[src/verilog/wb_arb_pkg.sv]
package wb_arb_pkg;

  // Bus geometry
  localparam int DATA_W = 16;
  localparam int ADDR_W = 32;
  localparam int SEL_W  = DATA_W / 8;

  // Arbiter sizing
  localparam int NUM_MASTERS = 4;
  localparam int MASTER_ID_W = 2;

  // Bus timer
  localparam int TIMEOUT_CYCLES = 16;
  localparam int TIMER_W        = 5;

  // Register file slave, word index taken from address bits 1 to 4
  localparam int REG_WORDS = 16;
  localparam int REG_IDX_W = 4;

  // One master's request as seen by the slave
  typedef struct packed {
    logic              we;
    logic [SEL_W-1:0]  sel;
    logic [ADDR_W-1:0] adr;
    logic [DATA_W-1:0] dat;
  } wb_req_t;

  // Slave response
  typedef struct packed {
    logic [DATA_W-1:0] dat;
    logic              ack;
    logic              err;
  } wb_rsp_t;

  typedef enum logic [1:0] {
    ARB_IDLE    = 2'd0,
    ARB_BUSY    = 2'd1,
    ARB_RELEASE = 2'd2
  } arb_state_e;

endpackage

[src/verilog/wb_arb_fsm.sv]
`timescale 1ns/1ps

module wb_arb_fsm
  import wb_arb_pkg::*;
(
  input  logic                   wb_clk_i,
  input  logic                   wb_rst_i,
  input  logic                   any_i,
  input  logic [MASTER_ID_W-1:0] pick_i,
  input  logic                   done_i,
  output logic [MASTER_ID_W-1:0] grant_o,
  output logic                   cyc_o,
  output logic                   clear_o
);

  arb_state_e state;

  always_ff @(posedge wb_clk_i) begin
    if (wb_rst_i) begin
      state   <= ARB_IDLE;
      grant_o <= '0;
      cyc_o   <= 1'b0;
    end else begin
      case (state)
        ARB_IDLE: begin
          if (any_i) begin
            grant_o <= pick_i;
            cyc_o   <= 1'b1;
            state   <= ARB_BUSY;
          end
        end
        ARB_BUSY: begin
          // Ack or error ends the cycle, the master drops its request on this edge
          if (done_i) begin
            cyc_o <= 1'b0;
            state <= ARB_RELEASE;
          end
        end
        ARB_RELEASE: begin
          state <= ARB_IDLE;
        end
        default: begin
          cyc_o <= 1'b0;
          state <= ARB_IDLE;
        end
      endcase
    end
  end

  // Grant still points at the finished master during release
  assign clear_o = (state == ARB_RELEASE);

endmodule

[src/verilog/wb_arb_mux.sv]
`timescale 1ns/1ps

module wb_arb_mux
  import wb_arb_pkg::*;
(
  input  logic    [MASTER_ID_W-1:0] grant_i,
  input  wb_req_t [NUM_MASTERS-1:0] req_i,
  output wb_req_t                   slv_req_o,
  input  wb_rsp_t                   slv_rsp_i,
  input  logic                      timeout_i,
  output logic    [DATA_W-1:0]      dat_o,
  output logic    [NUM_MASTERS-1:0] ack_o,
  output logic    [NUM_MASTERS-1:0] err_o
);

  assign slv_req_o = req_i[grant_i];

  // Read data is shared, only the granted master looks at it
  assign dat_o = slv_rsp_i.dat;

  always_comb begin
    ack_o = '0;
    err_o = '0;
    ack_o[grant_i] = slv_rsp_i.ack;
    err_o[grant_i] = slv_rsp_i.err | timeout_i;
  end

endmodule

[src/verilog/wb_arb_pending.sv]
`timescale 1ns/1ps

module wb_arb_pending
  import wb_arb_pkg::*;
(
  input  logic                   wb_clk_i,
  input  logic                   wb_rst_i,
  input  logic [NUM_MASTERS-1:0] req_i,
  input  logic                   clear_i,
  input  logic [MASTER_ID_W-1:0] clear_id_i,
  output logic                   any_o,
  output logic [MASTER_ID_W-1:0] pick_o
);

  logic [NUM_MASTERS-1:0] pending;
  logic [NUM_MASTERS-1:0] pending_next;

  // New requests are ORed in, then the finished master's bit is knocked out
  always_comb begin
    pending_next = pending | req_i;
    if (clear_i) begin
      pending_next[clear_id_i] = 1'b0;
    end
  end

  always_ff @(posedge wb_clk_i) begin
    if (wb_rst_i) begin
      pending <= '0;
    end else begin
      pending <= pending_next;
    end
  end

  assign any_o = |pending;

  // Fixed priority, the highest pending index wins
  always_comb begin
    pick_o = '0;
    for (int i = 0; i < NUM_MASTERS; i++) begin
      if (pending[i]) begin
        pick_o = MASTER_ID_W'(i);
      end
    end
  end

endmodule

[src/verilog/wb_arb_top.sv]
`timescale 1ns/1ps

module wb_arb_top
  import wb_arb_pkg::*;
(
  input  logic                      wb_clk_i,
  input  logic                      wb_rst_i,
  input  logic    [NUM_MASTERS-1:0] wbm_cyc_i,
  input  logic    [NUM_MASTERS-1:0] wbm_stb_i,
  input  wb_req_t [NUM_MASTERS-1:0] wbm_req_i,
  input  logic    [NUM_MASTERS-1:0] wbm_mask_i,
  output logic    [DATA_W-1:0]      wbm_dat_o,
  output logic    [NUM_MASTERS-1:0] wbm_ack_o,
  output logic    [NUM_MASTERS-1:0] wbm_err_o,
  output logic    [MASTER_ID_W-1:0] wbm_id_o
);

  logic [NUM_MASTERS-1:0] req_masked;
  logic                   pend_any;
  logic [MASTER_ID_W-1:0] pend_pick;
  logic                   pend_clear;
  logic                   done;
  logic                   slv_cyc;
  wb_req_t                slv_req;
  wb_rsp_t                slv_rsp;
  logic                   timeout;

  assign req_masked = wbm_cyc_i & wbm_stb_i & wbm_mask_i;
  assign done       = |(wbm_ack_o | wbm_err_o);

  wb_arb_pending pending_i (
    .wb_clk_i   (wb_clk_i),
    .wb_rst_i   (wb_rst_i),
    .req_i      (req_masked),
    .clear_i    (pend_clear),
    .clear_id_i (wbm_id_o),
    .any_o      (pend_any),
    .pick_o     (pend_pick)
  );

  wb_arb_fsm fsm_i (
    .wb_clk_i (wb_clk_i),
    .wb_rst_i (wb_rst_i),
    .any_i    (pend_any),
    .pick_i   (pend_pick),
    .done_i   (done),
    .grant_o  (wbm_id_o),
    .cyc_o    (slv_cyc),
    .clear_o  (pend_clear)
  );

  wb_arb_mux mux_i (
    .grant_i   (wbm_id_o),
    .req_i     (wbm_req_i),
    .slv_req_o (slv_req),
    .slv_rsp_i (slv_rsp),
    .timeout_i (timeout),
    .dat_o     (wbm_dat_o),
    .ack_o     (wbm_ack_o),
    .err_o     (wbm_err_o)
  );

  wb_bus_timer timer_i (
    .wb_clk_i  (wb_clk_i),
    .wb_rst_i  (wb_rst_i),
    .cyc_i     (slv_cyc),
    .ack_i     (slv_rsp.ack),
    .timeout_o (timeout)
  );

  wb_reg_slave slave_i (
    .wb_clk_i (wb_clk_i),
    .wb_rst_i (wb_rst_i),
    .cyc_i    (slv_cyc),
    .req_i    (slv_req),
    .rsp_o    (slv_rsp)
  );

endmodule

[src/verilog/wb_bus_timer.sv]
`timescale 1ns/1ps

module wb_bus_timer
  import wb_arb_pkg::*;
(
  input  logic wb_clk_i,
  input  logic wb_rst_i,
  input  logic cyc_i,
  input  logic ack_i,
  output logic timeout_o
);

  logic [TIMER_W-1:0] count;

  always_ff @(posedge wb_clk_i) begin
    if (wb_rst_i) begin
      count     <= '0;
      timeout_o <= 1'b0;
    end else if (!cyc_i || ack_i) begin
      count     <= '0;
      timeout_o <= 1'b0;
    end else begin
      count <= count + 1'b1;
      // Count runs past the limit while cyc is still high, so this fires once
      timeout_o <= (count == TIMER_W'(TIMEOUT_CYCLES - 1));
    end
  end

endmodule

[src/verilog/wb_reg_slave.sv]
`timescale 1ns/1ps

module wb_reg_slave
  import wb_arb_pkg::*;
(
  input  logic    wb_clk_i,
  input  logic    wb_rst_i,
  input  logic    cyc_i,
  input  wb_req_t req_i,
  output wb_rsp_t rsp_o
);

  logic [DATA_W-1:0]    regs [REG_WORDS];
  logic [REG_IDX_W-1:0] idx;
  logic                 in_range;
  logic                 access;
  logic                 ack_q;
  logic [DATA_W-1:0]    rdat_q;

  // Bit 0 is the byte lane, anything above the word index is out of range
  assign idx      = req_i.adr[REG_IDX_W:1];
  assign in_range = (req_i.adr[ADDR_W-1:REG_IDX_W+1] == '0);
  assign access   = cyc_i && in_range && !ack_q;

  always_ff @(posedge wb_clk_i) begin
    if (wb_rst_i) begin
      ack_q <= 1'b0;
      for (int i = 0; i < REG_WORDS; i++) begin
        regs[i] <= '0;
      end
    end else begin
      ack_q <= access;
      if (access && req_i.we) begin
        for (int b = 0; b < SEL_W; b++) begin
          if (req_i.sel[b]) begin
            regs[idx][b*8 +: 8] <= req_i.dat[b*8 +: 8];
          end
        end
      end
    end
  end

  always_ff @(posedge wb_clk_i) begin
    if (access && !req_i.we) begin
      rdat_q <= regs[idx];
    end
  end

  // Errors come from the bus timer, the slave never flags one itself
  assign rsp_o = '{dat: rdat_q, ack: ack_q, err: 1'b0};

endmodule
[config.mk]
export PLATFORM = sky130hd
export DESIGN_NAME = wb_arb_top
export DESIGN_NICKNAME = d
export VERILOG_FILES = /design/src/verilog/wb_arb_pkg.sv /design/src/verilog/wb_arb_fsm.sv /design/src/verilog/wb_arb_mux.sv /design/src/verilog/wb_arb_pending.sv /design/src/verilog/wb_arb_top.sv /design/src/verilog/wb_bus_timer.sv /design/src/verilog/wb_reg_slave.sv
export SDC_FILE = /design/constraint.sdc
export NUM_CORES = 1
export LEC_CHECK = 0
export BUFFER_PORTS_ARGS = -buffer_cell sky130_fd_sc_hd__buf_4
export CORE_ASPECT_RATIO = 1.1
export CORE_MARGIN = 8
export CORE_UTILIZATION = 57
export CTS_CLUSTER_SIZE = 40
export DETAILED_ROUTE_END_ITERATION = 6
export GPL_TIMING_DRIVEN = 0
export PLACE_DENSITY = 0.83
export SLEW_MARGIN = 15
export SYNTH_ARGS = -nofsm -noshare
export SYNTH_HDL_FRONTEND = slang
export SYNTH_SLANG_ARGS = --single-unit
[constraint.sdc]
create_clock -name wb_clk_i -period 4.8 [get_ports wb_clk_i]
set_clock_uncertainty 0.15 [all_clocks]
set_input_delay 0.48 -clock wb_clk_i [delete_from_list [all_inputs] [get_ports wb_clk_i]]
set_output_delay 0.48 -clock wb_clk_i [all_outputs]
set_load 0.03 [all_outputs]
==> results.json, run 1 <==
{
  "critPathCaptureType": "flop",
  "hpwl_mm": 39.9,
  "yosys.area.top_type_share_pct": 55.4,
  "die_area_mm2": 0.0313,
  "holdCritPathClass": "input pin to flop",
  "holdBufCountCts": 0,
  "drt-total-wl_mm": 51.3,
  "grt_max_degree": 15,
  "avgRoutedWirePerCell_um": 27.1,
  "place_ws_ns": 0.503,
  "synth_edf_count": 272,
  "instances_no_fill": 1890,
  "r2r_start": "fsm_i.grant_o[0]",
  "start_kind": "flop",
  "maxCapViolCount": 0,
  "seqPwrFrac_pct": 44.7,
  "vias": 12380,
  "r2r_end": "slave_i.regs[0][6]",
  "mostFrequentLayoutCell": "edfxtp_1",
  "drtIter0Drc": 1763,
  "holdPathStages": 3,
  "multi_input_area_mm2": 0.00553,
  "ff_latch_area_mm2": 0.00849,
  "hold_end": "pending_i.pending[2]",
  "timing.setup.tns_ns": 0,
  "worst_slack_ns": 0.884,
  "tritoncts": "built",
  "grt_pass1_vias": 12312,
  "synth_ff_type": "edfxtp_1",
  "nNetsFinal": 1742,
  "start_util_pct": 58.2,
  "syn_area_mm2": 0.0147,
  "hold_viol_final": 0,
  "cts_resized": 0,
  "rsz0062_at_grt": "no",
  "yosysWarnings": 0,
  "clockBufferDepth": 3,
  "worst_slew_pin_slew_ns": 1.18,
  "antenna_found_initial": 0,
  "fillers": 1836,
  "setup_viol": 0,
  "yosysSeqAreaShare_pct": 57.6,
  "regToRegSetupSlack_ns": 0.88,
  "die_height_um": 185,
  "vias_per_cell": 6.55,
  "synth.distinct_cells": 48,
  "synth.avg_cell_area_um2": 11.8,
  "core_area_mm2": 0.0253,
  "drc": 0,
  "total_power_mw": 6.44,
  "powerDensity_mw_per_mm2": 360,
  "port_buffers": 239,
  "clkLatencyLatePin_ns": 0.54,
  "post-cts-setup-buffers": 0,
  "min_from": "wbm_stb_i[2]",
  "slew_headroom_pct": 20.6,
  "slew_violations": 0,
  "cts_sinks": 288,
  "netlist_instances": 1250,
  "switching_share_pct": 30.5,
  "antenna_left": 0,
  "cts_root_buf": "clkbuf_16",
  "gr-total-overflow": 0,
  "drive_above_1_share_pct": 28.6,
  "layout_common_cells": "edfxtp_1 (272), buf_4 (245), nor3_1 (195)",
  "min_period_ns": 3.92,
  "max-vdd-ir-drop_mv": 0.205,
  "synthArstFlopShare_pct": 0,
  "grt_pass1_wl_mm": 74.6,
  "rows": 61,
  "p_int_mw": 4.48,
  "clk_pin_slew_ns": 0.06,
  "fin_hold_ws_ns": 0.120,
  "worstPathRequired_ns": 4.81,
  "die-width_um": 169,
  "power_switching_mw": 1.97,
  "status": "finished, final reports clean",
  "criticalPathCategory": "flop to flop",
  "arrival_ns": 3.93,
  "synth_area_leader_cell": "edfxtp_1",
  "p_comb_share_pct": 22.5,
  "gp_routability_congestion": 1.02,
  "clock.fmax_mhz": 255,
  "leakage_nw": 6.62,
  "synth_nets": 1470,
  "ys_ff_latch": 288,
  "cp_max_fo": 10,
  "dp_cells": 1838,
  "grt_usage_pct": 32.0,
  "p_clk_share_pct": 32.8,
  "cts_inserted_buffers": 28,
  "worstRegToRegCells": 7,
  "synth_area_leaders": "edfxtp_1 (55%), mux2i_1 (8.7%), nor3_1 (6.6%)",
  "htreeDepth": 1,
  "area_growth_pct": 21.3,
  "drtPass1Iterations": 6,
  "pin_count": 244,
  "post-route-period-util_pct": 81.6
}
state kept, by name (all words and copies together) (netlist names):
name               cells
timer_i.timeout_o      1
slave_i.ack_q          1
fsm_i.state            2
pending_i.pending      4
slave_i.rdat_q        16
fsm_i.cyc_o            1
fsm_i.grant_o          2
timer_i.count          5
slave_i.regs         256
cell type report:
| type | count | share of cell area, % |
|---|---|---|
| flip-flops and latches | 288 | 47.5 |
| clock buffers | 34 | 4.16 |
| clock inverters | 17 | 0.644 |
| diodes | 1 | 0.0140 |
| plain buffers | 143 | 4.03 |
| inverters | 6 | 0.126 |
| well taps | 346 | 2.42 |
| repair buffers | 242 | 10.2 |
| multi-input cells | 813 | 30.9 |
power groups by stage:
stage                     combinational (mW)  clock, mW  sequential [mW]
final                                   1.45       2.11             2.88
after floorplan                        0.836          0             2.93
after global placement                  1.36          0             2.93
after detailed placement                1.38          0             2.93
after global routing                    1.50       2.18             2.88
after CTS                               1.39       2.08             2.88
synth_stat cells (2+ instances only):
master    count
inv_1         6
buf_4         5
a31oi_1       3
and3_1        5
nor3_1      195
nor3b_1       2
a211oi_1      4
nor4_2       31
ha_1          2
o21ai_0      13
nand2b_1      3
nand2_2       3
a21oi_1       3
a41o_1        9
dfxtp_1      16
mux2i_1     128
clkbuf_1     38
edfxtp_1    272
and2_1       11
nor4_1       60
o31ai_1       3
nor2b_1       6
and2_0        3
nand4_1      44
mux4_2       23
nor2_1       11
buf_2        66
buf_1        23
nand2_1     155
nand3_1      71
buf_6        11
a31o_2        9
worst max path at each step:
stage	to	startpoint	depth (start not counted)	slack, ns
floorplan	slave_i.rdat_q[0]	fsm_i.grant_o[1]	8	1.19
global placement	slave_i.rdat_q[0]	wbm_req_i[86]	7	-0.61
detailed placement	slave_i.regs[2][2]	wbm_req_i[86]	9	0.50
CTS	slave_i.regs[2][1]	fsm_i.cyc_o	8	0.68
global route	slave_i.regs[0][6]	fsm_i.grant_o[0]	7	0.76
finish	slave_i.regs[0][6]	fsm_i.grant_o[0]	7	0.88
kinds of logic (layout without fill, tap and decap cells):
kind of cell	after synthesis	in the layout	share of synthesized area (%)
adders and majority gates	2	2	0.170
AOI/OAI and AO/OA	50	50	2.64
xor gates and xnor gates	2	2	0.119
DFF	288	288	57.6
buffers and inverters	149	442	5.04
muxes	151	151	12.2
other	0	1	0
and+or+nand+nor	608	608	22.2
per-layer routing:
layer / part of all wire [%] / GRT usage [%] / wire (µm) / vias to the layer above
li1: - / - / - / 5338
met1: 34 / 37.9 / 17200 / 5815
met2: 48 / 53.5 / 24600 / 1039
met3: 13 / 8.94 / 6840 / 188
met4: 5.2 / 14.8 / 2660 / 0
met5: 0 / 0 / 0 / -
stage by stage:
stage	utilization [%]	cell area, µm²
2_1_floorplan	-	14700
3_3_place_gp	66.9	17000
3_5_place_dp	67.1	17000
4_1_cts	70.5	17900
5_1_grt	70.5	17900
6_report	70.5	17900
critical path, stage by stage (launching register included):
cell      delay [ns]
dfxtp_1         0.53
buf_6           0.22
mux4_2          0.66
nor2_1          0.16
buf_2           0.27
nand2_1         0.17
nand4b_1        0.36
o21ai_0         0.99
(Power assumes the default switching activity.)
==> run 2, diff against run 1 <==
==> constraint.sdc (replaced) <==
create_clock -name wb_clk_i -period 3.91 [get_ports wb_clk_i]
set_clock_uncertainty 0.15 [all_clocks]
set_input_delay 0.391 -clock wb_clk_i [delete_from_list [all_inputs] [get_ports wb_clk_i]]
set_output_delay 0.391 -clock wb_clk_i [all_outputs]
set_load 0.03 [all_outputs]
==> run 2 against run 1 <==
Compared with the run above:
- largest cell class unchanged
- clock power up 22%
- sequential power up 23%
- cell count unchanged
- critical path type unchanged
- largest power group unchanged
- count of clock-buffer cells in the layout unchanged
- critical endpoint is now slave_i.regs[3][4]
- die area unchanged
==> results.json, run 2 (synthesized netlist as in run 1, its figures left out) <==
{
  "holdCritPathClass": "input pin to flop",
  "area_growth_pct": 21.3,
  "power_switching_mw": 2.40,
  "cts_root_buf": "clkbuf_16",
  "instances_no_fill": 1890,
  "drt-total-wl_mm": 51.2,
  "vias": 12457,
  "critPathBufInv": 2,
  "avgRoutedWirePerCell_um": 27.1,
  "die-width_um": 169,
  "max-vdd-ir-drop_mv": 0.248,
  "min_period_ns": 3.73,
  "hold_viol_final": 0,
  "start_kind": "flop",
  "htreeDepth": 1,
  "cp_cell_sequence": "buf_6 -> mux4_2 -> nor2_1 -> buf_2 -> nand2_1 -> nand4b_1 -> o21ai_1",
  "fin_hold_ws_ns": 0.0261,
  "clkLatencyLatePin_ns": 0.54,
  "status": "finished, final reports clean",
  "grt_usage_pct": 32.0,
  "largest_reg_flops": 256,
  "switching_share_pct": 30.4,
  "post-cts-setup-buffers": 0,
  "die_height_um": 185,
  "holdBufCountCts": 0,
  "die_area_mm2": 0.0313,
  "antenna_left": 0,
  "cts_resized": 2,
  "p_int_mw": 5.49,
  "clk_pin_slew_ns": 0.06,
  "setup_viol": 0,
  "p_comb_share_pct": 22.5,
  "max_stage_delay_ns": 0.80,
  "worstPathRequired_ns": 3.92,
  "drive_above_1_share_pct": 28.6,
  "p_clk_share_pct": 32.7,
  "slew_violations": 0,
  "reg_top3": "slave_i.regs (256), slave_i.rdat_q (16), timer_i.count (5)",
  "cts_sinks": 288,
  "top_register": "slave_i.regs",
  "rows": 61,
  "clock.fmax_mhz": 268,
  "tritoncts": "built",
  "grt_pass1_vias": 12310,
  "grt_max_degree": 15,
  "hpwl_mm": 39.9,
  "maxCapViolCount": 0,
  "slew_headroom_pct": 20.4,
  "powerDensity_mw_per_mm2": 442,
  "regToRegSetupSlack_ns": 0.18,
  "worst_slew_pin_slew_ns": 1.18,
  "slowest_stage": "o21ai_1",
  "arrival_ns": 3.74,
  "dp_cells": 1838,
  "drtPass1Iterations": 7,
  "cts_inserted_buffers": 28,
  "leakage_nw": 6.62,
  "core_area_mm2": 0.0253,
  "layout_common_cells": "edfxtp_1 (272), buf_4 (245), nor3_1 (195)",
  "post-route-period-util_pct": 95.5,
  "gp_routability_congestion": 1.02,
  "grt_pass1_wl_mm": 74.6,
  "criticalPathCategory": "flop to flop",
  "drtIter0Drc": 1729,
  "antenna_found_initial": 0,
  "cp_max_fo": 10,
  "crit_family": "compound AO/OA/AOI/OAI gates",
  "port_buffers": 239,
  "vias_per_cell": 6.59,
  "clockBufferDepth": 3,
  "start_util_pct": 58.2,
  "final_core_util_pct": 70.5,
  "drc": 0,
  "rsz0062_at_grt": "no",
  "critPathCaptureType": "flop",
  "pin_count": 244,
  "final_area_mm2": 0.0179,
  "seqPwrFrac_pct": 44.8,
  "dpl_cell_area_mm2": 0.0170,
  "gr-total-overflow": 0,
  "mostFrequentLayoutCell": "edfxtp_1",
  "nNetsFinal": 1742
}
==> run 2: cell counts in the layout (fill, tap and decap cells not counted) <==
Identical to the previous run, type by type.
==> run 2: layer usage <==
| metal | up-vias | track usage [%] | part of all wire [%] |
|---|---|---|---|
| met4 | 0 | 14.8 | 5.4 |
| met1 | 5859 | 37.8 | 33 |
| met2 | 1069 | 53.6 | 48 |
| met3 | 191 | 8.96 | 14 |
| met5 | - | 0 | 0 |
| li1 | 5338 | - | - |
==> run 2: stage by stage <==
stage	TNS (ns)	total power [mW]	worst slack, ns
floorplan	0	4.62	0.300
global placement	-27.11	5.26	-1.41
detailed placement	-3.64	5.30	-0.298
CTS	0	7.79	0.0776
global route	0	8.06	0.144
finish	0	7.90	0.178
==> run 2: worst register-to-register path: cells and delay by family (launching register included) <==
| family | cells | cell delay, ns |
|---|---|---|
| DFF | 1 | 0.54 |
| buffers and inverters | 2 | 0.51 |
| muxes | 1 | 0.66 |
| AOI/OAI and AO/OA | 1 | 0.80 |
| and+or+nand+nor | 3 | 0.70 |
==> run 2: power by group through the flow <==
stage / Clock (mW) / Combinational, mW / Sequential [mW]
after floorplan: 0 / 1.03 / 3.59
after global placement: 0 / 1.67 / 3.59
after detailed placement: 0 / 1.70 / 3.60
after CTS: 2.55 / 1.71 / 3.53
after global routing: 2.67 / 1.84 / 3.54
final: 2.58 / 1.78 / 3.53
==> run 2: area by class of cell <==
cell class	instances	area (µm²)
flip-flops and latches	288	8490
multi-input cells	813	5530
plain buffers	143	721
inverters	6	22.5
well taps	346	433
diodes	1	2.50
fillers	1835	7460
clock inverters	17	115
clock buffers	34	744
repair buffers	242	1820
==> run 2: worst paths after layout <==
| check | startpoint | to | cells past startpoint |
|---|---|---|---|
| max reg2reg | fsm_i.grant_o[0] | slave_i.regs[3][4] | 7 |
| min | wbm_stb_i[2] | pending_i.pending[2] | 3 |
| min reg2reg | timer_i.count[0] | timer_i.count[0] | 1 |
| max | fsm_i.grant_o[0] | slave_i.regs[3][4] | 7 |
==> run 3, diff against run 2 <==
--- a/config.mk
+++ b/config.mk
@@ -6,13 +6,13 @@
 export NUM_CORES = 1
 export LEC_CHECK = 0
 export BUFFER_PORTS_ARGS = -buffer_cell sky130_fd_sc_hd__buf_4
-export CORE_ASPECT_RATIO = 1.1
+export CORE_ASPECT_RATIO = 0.6
 export CORE_MARGIN = 8
-export CORE_UTILIZATION = 57
+export CORE_UTILIZATION = 55
 export CTS_CLUSTER_SIZE = 40
 export DETAILED_ROUTE_END_ITERATION = 6
 export GPL_TIMING_DRIVEN = 0
-export PLACE_DENSITY = 0.83
+export PLACE_DENSITY = 0.77
 export SLEW_MARGIN = 15
 export SYNTH_ARGS = -nofsm -noshare
 export SYNTH_HDL_FRONTEND = slang
==> run 3 against run 2 <==
Compared with the run above:
- the flow now finishes with violations (DRC)
- combinational power grew 3%
- non-clock buffer count grew 2
- maximum frequency is essentially flat
- first-iteration DRC count grew 27%
- sequential power is essentially flat
- critical path depth is the same
==> results.json, run 3 (synthesized netlist as in run 1, its figures left out) <==
{
  "post-cts-setup-buffers": 0,
  "criticalPathCategory": "flop to flop",
  "cts_sinks": 288,
  "die-width_um": 227,
  "start_kind": "flop",
  "clockBufferDepth": 3,
  "fillers": 1984,
  "violations": "DRC",
  "start_util_pct": 55.9,
  "antenna_found_initial": 2,
  "status": "finished with violations",
  "p_clk_share_pct": 35.5,
  "leakage_nw": 6.68,
  "max-vdd-ir-drop_mv": 0.310,
  "slew_violations": 0,
  "switching_share_pct": 30.0,
  "arrival_ns": 3.76,
  "clkLatencyLatePin_ns": 0.58,
  "htreeDepth": 1,
  "final_core_util_pct": 68.4,
  "rsz0062_at_grt": "yes",
  "gr-total-overflow": 0,
  "critPathCaptureType": "flop",
  "timing.setup.tns_ns": 0,
  "maxCapViolCount": 0,
  "top_register": "slave_i.regs",
  "drc": 50,
  "p_comb_share_pct": 22.0,
  "grt_pass1_wl_mm": 78.5,
  "hpwl_mm": 42.2,
  "hold_viol_final": 0,
  "avgRoutedWirePerCell_um": 28.9,
  "grt_pass1_vias": 12005,
  "drtIter0Drc": 2201,
  "n_antenna_cell": 0,
  "dp_cells": 1852,
  "place_ws_ns": -0.364,
  "pin_count": 244,
  "grt_usage_pct": 33.3,
  "holdCritPathClass": "input pin to flop",
  "min_period_ns": 3.73,
  "nNetsFinal": 1743,
  "fin_hold_ws_ns": 0.0307,
  "final_area_mm2": 0.0180,
  "die_height_um": 143,
  "total_power_mw": 8.32,
  "antenna_left": 0,
  "worst_slew_pin_slew_ns": 1.09,
  "seqPwrFrac_pct": 42.5,
  "gp_routability_congestion": 1.03,
  "multi_input_area_mm2": 0.00553,
  "area_growth_pct": 22.3,
  "core_area_mm2": 0.0264,
  "grt_max_degree": 16,
  "port_buffers": 239,
  "cts_inserted_buffers": 27,
  "power_switching_mw": 2.50,
  "clk_pin_slew_ns": 0.06,
  "drt-total-wl_mm": 54.9,
  "vias_per_cell": 6.63,
  "setup_viol": 0,
  "ff_latch_area_mm2": 0.00849,
  "slew_headroom_pct": 26.3,
  "powerDensity_mw_per_mm2": 462,
  "vias": 12620,
  "die_area_mm2": 0.0325,
  "mostFrequentLayoutCell": "edfxtp_1",
  "post-route-period-util_pct": 95.5,
  "dpl_cell_area_mm2": 0.0170,
  "drtPass1Iterations": 7,
  "tritoncts": "built",
  "reg_top3": "slave_i.regs (256), slave_i.rdat_q (16), timer_i.count (5)",
  "cts_root_buf": "clkbuf_16",
  "largest_reg_flops": 256,
  "p_int_mw": 5.82,
  "instances_no_fill": 1903,
  "layout_common_cells": "edfxtp_1 (272), buf_4 (245), nor3_1 (195)",
  "worst_slack_ns": 0.175,
  "rows": 46,
  "drive_above_1_share_pct": 28.7,
  "clock.fmax_mhz": 268,
  "cp_max_fo": 10,
  "worstPathRequired_ns": 3.94
}
## run 3: routing by layer
metal	share of wire, %	track usage, %	vias to the layer above
met5	0.17	1.93	-
met4	2.9	7.87	4
met3	17	13.8	132
met2	43	48.9	1093
met1	37	45.4	6060
li1	-	-	5331
## run 3: layout make-up
class / count / area share, %
flip-flops and latches: 288 / 47.1
multi-input cells: 813 / 30.7
repair buffers: 244 / 10.2
plain buffers: 143 / 4.00
clock buffers: 31 / 3.89
well taps: 360 / 2.50
clock inverters: 18 / 1.49
inverters: 6 / 0.125
## run 3: worst max-delay path: stages, from the launching register on
cell and delay, ns:
dfxtp_1 0.33, buf_6 0.15, buf_6 0.14, nor4_1 0.33, nand4_1 0.30, o221ai_4 0.55, nand3_1 0.42, o21ai_0 0.98
## run 3: worst paths after layout
path              slack [ns]                    to             start  depth (start not counted)
hold reg to reg         0.32      timer_i.count[0]  timer_i.count[0]                          1
hold / removal          0.03  pending_i.pending[0]      wbm_stb_i[0]                          3
setup reg to reg        0.18    slave_i.regs[9][7]  fsm_i.grant_o[1]                          7
setup / recovery        0.18    slave_i.regs[9][7]  fsm_i.grant_o[1]                          7
## run 3: power groups by stage
stage,registers [mW],logic [mW],clock network (mW)
2_1_floorplan,3.59,1.03,0
3_3_place_gp,3.60,1.70,0
3_5_place_dp,3.60,1.73,0
4_1_cts,3.53,1.75,2.91
5_1_grt,3.54,1.89,3.03
6_report,3.54,1.83,2.95
## run 3: repair_timing
| action | 4_1_cts | 5_1_grt |
|---|---|---|
| pin swaps | 0 | 0 |
| endpoints found under the setup margin | 8 | 24 |
| gates cloned | 0 | 0 |
| hold buffers | 2 | 0 |
| gates resized for setup | 1 | 1 |
| endpoints found under the hold margin | 1 | 0 |
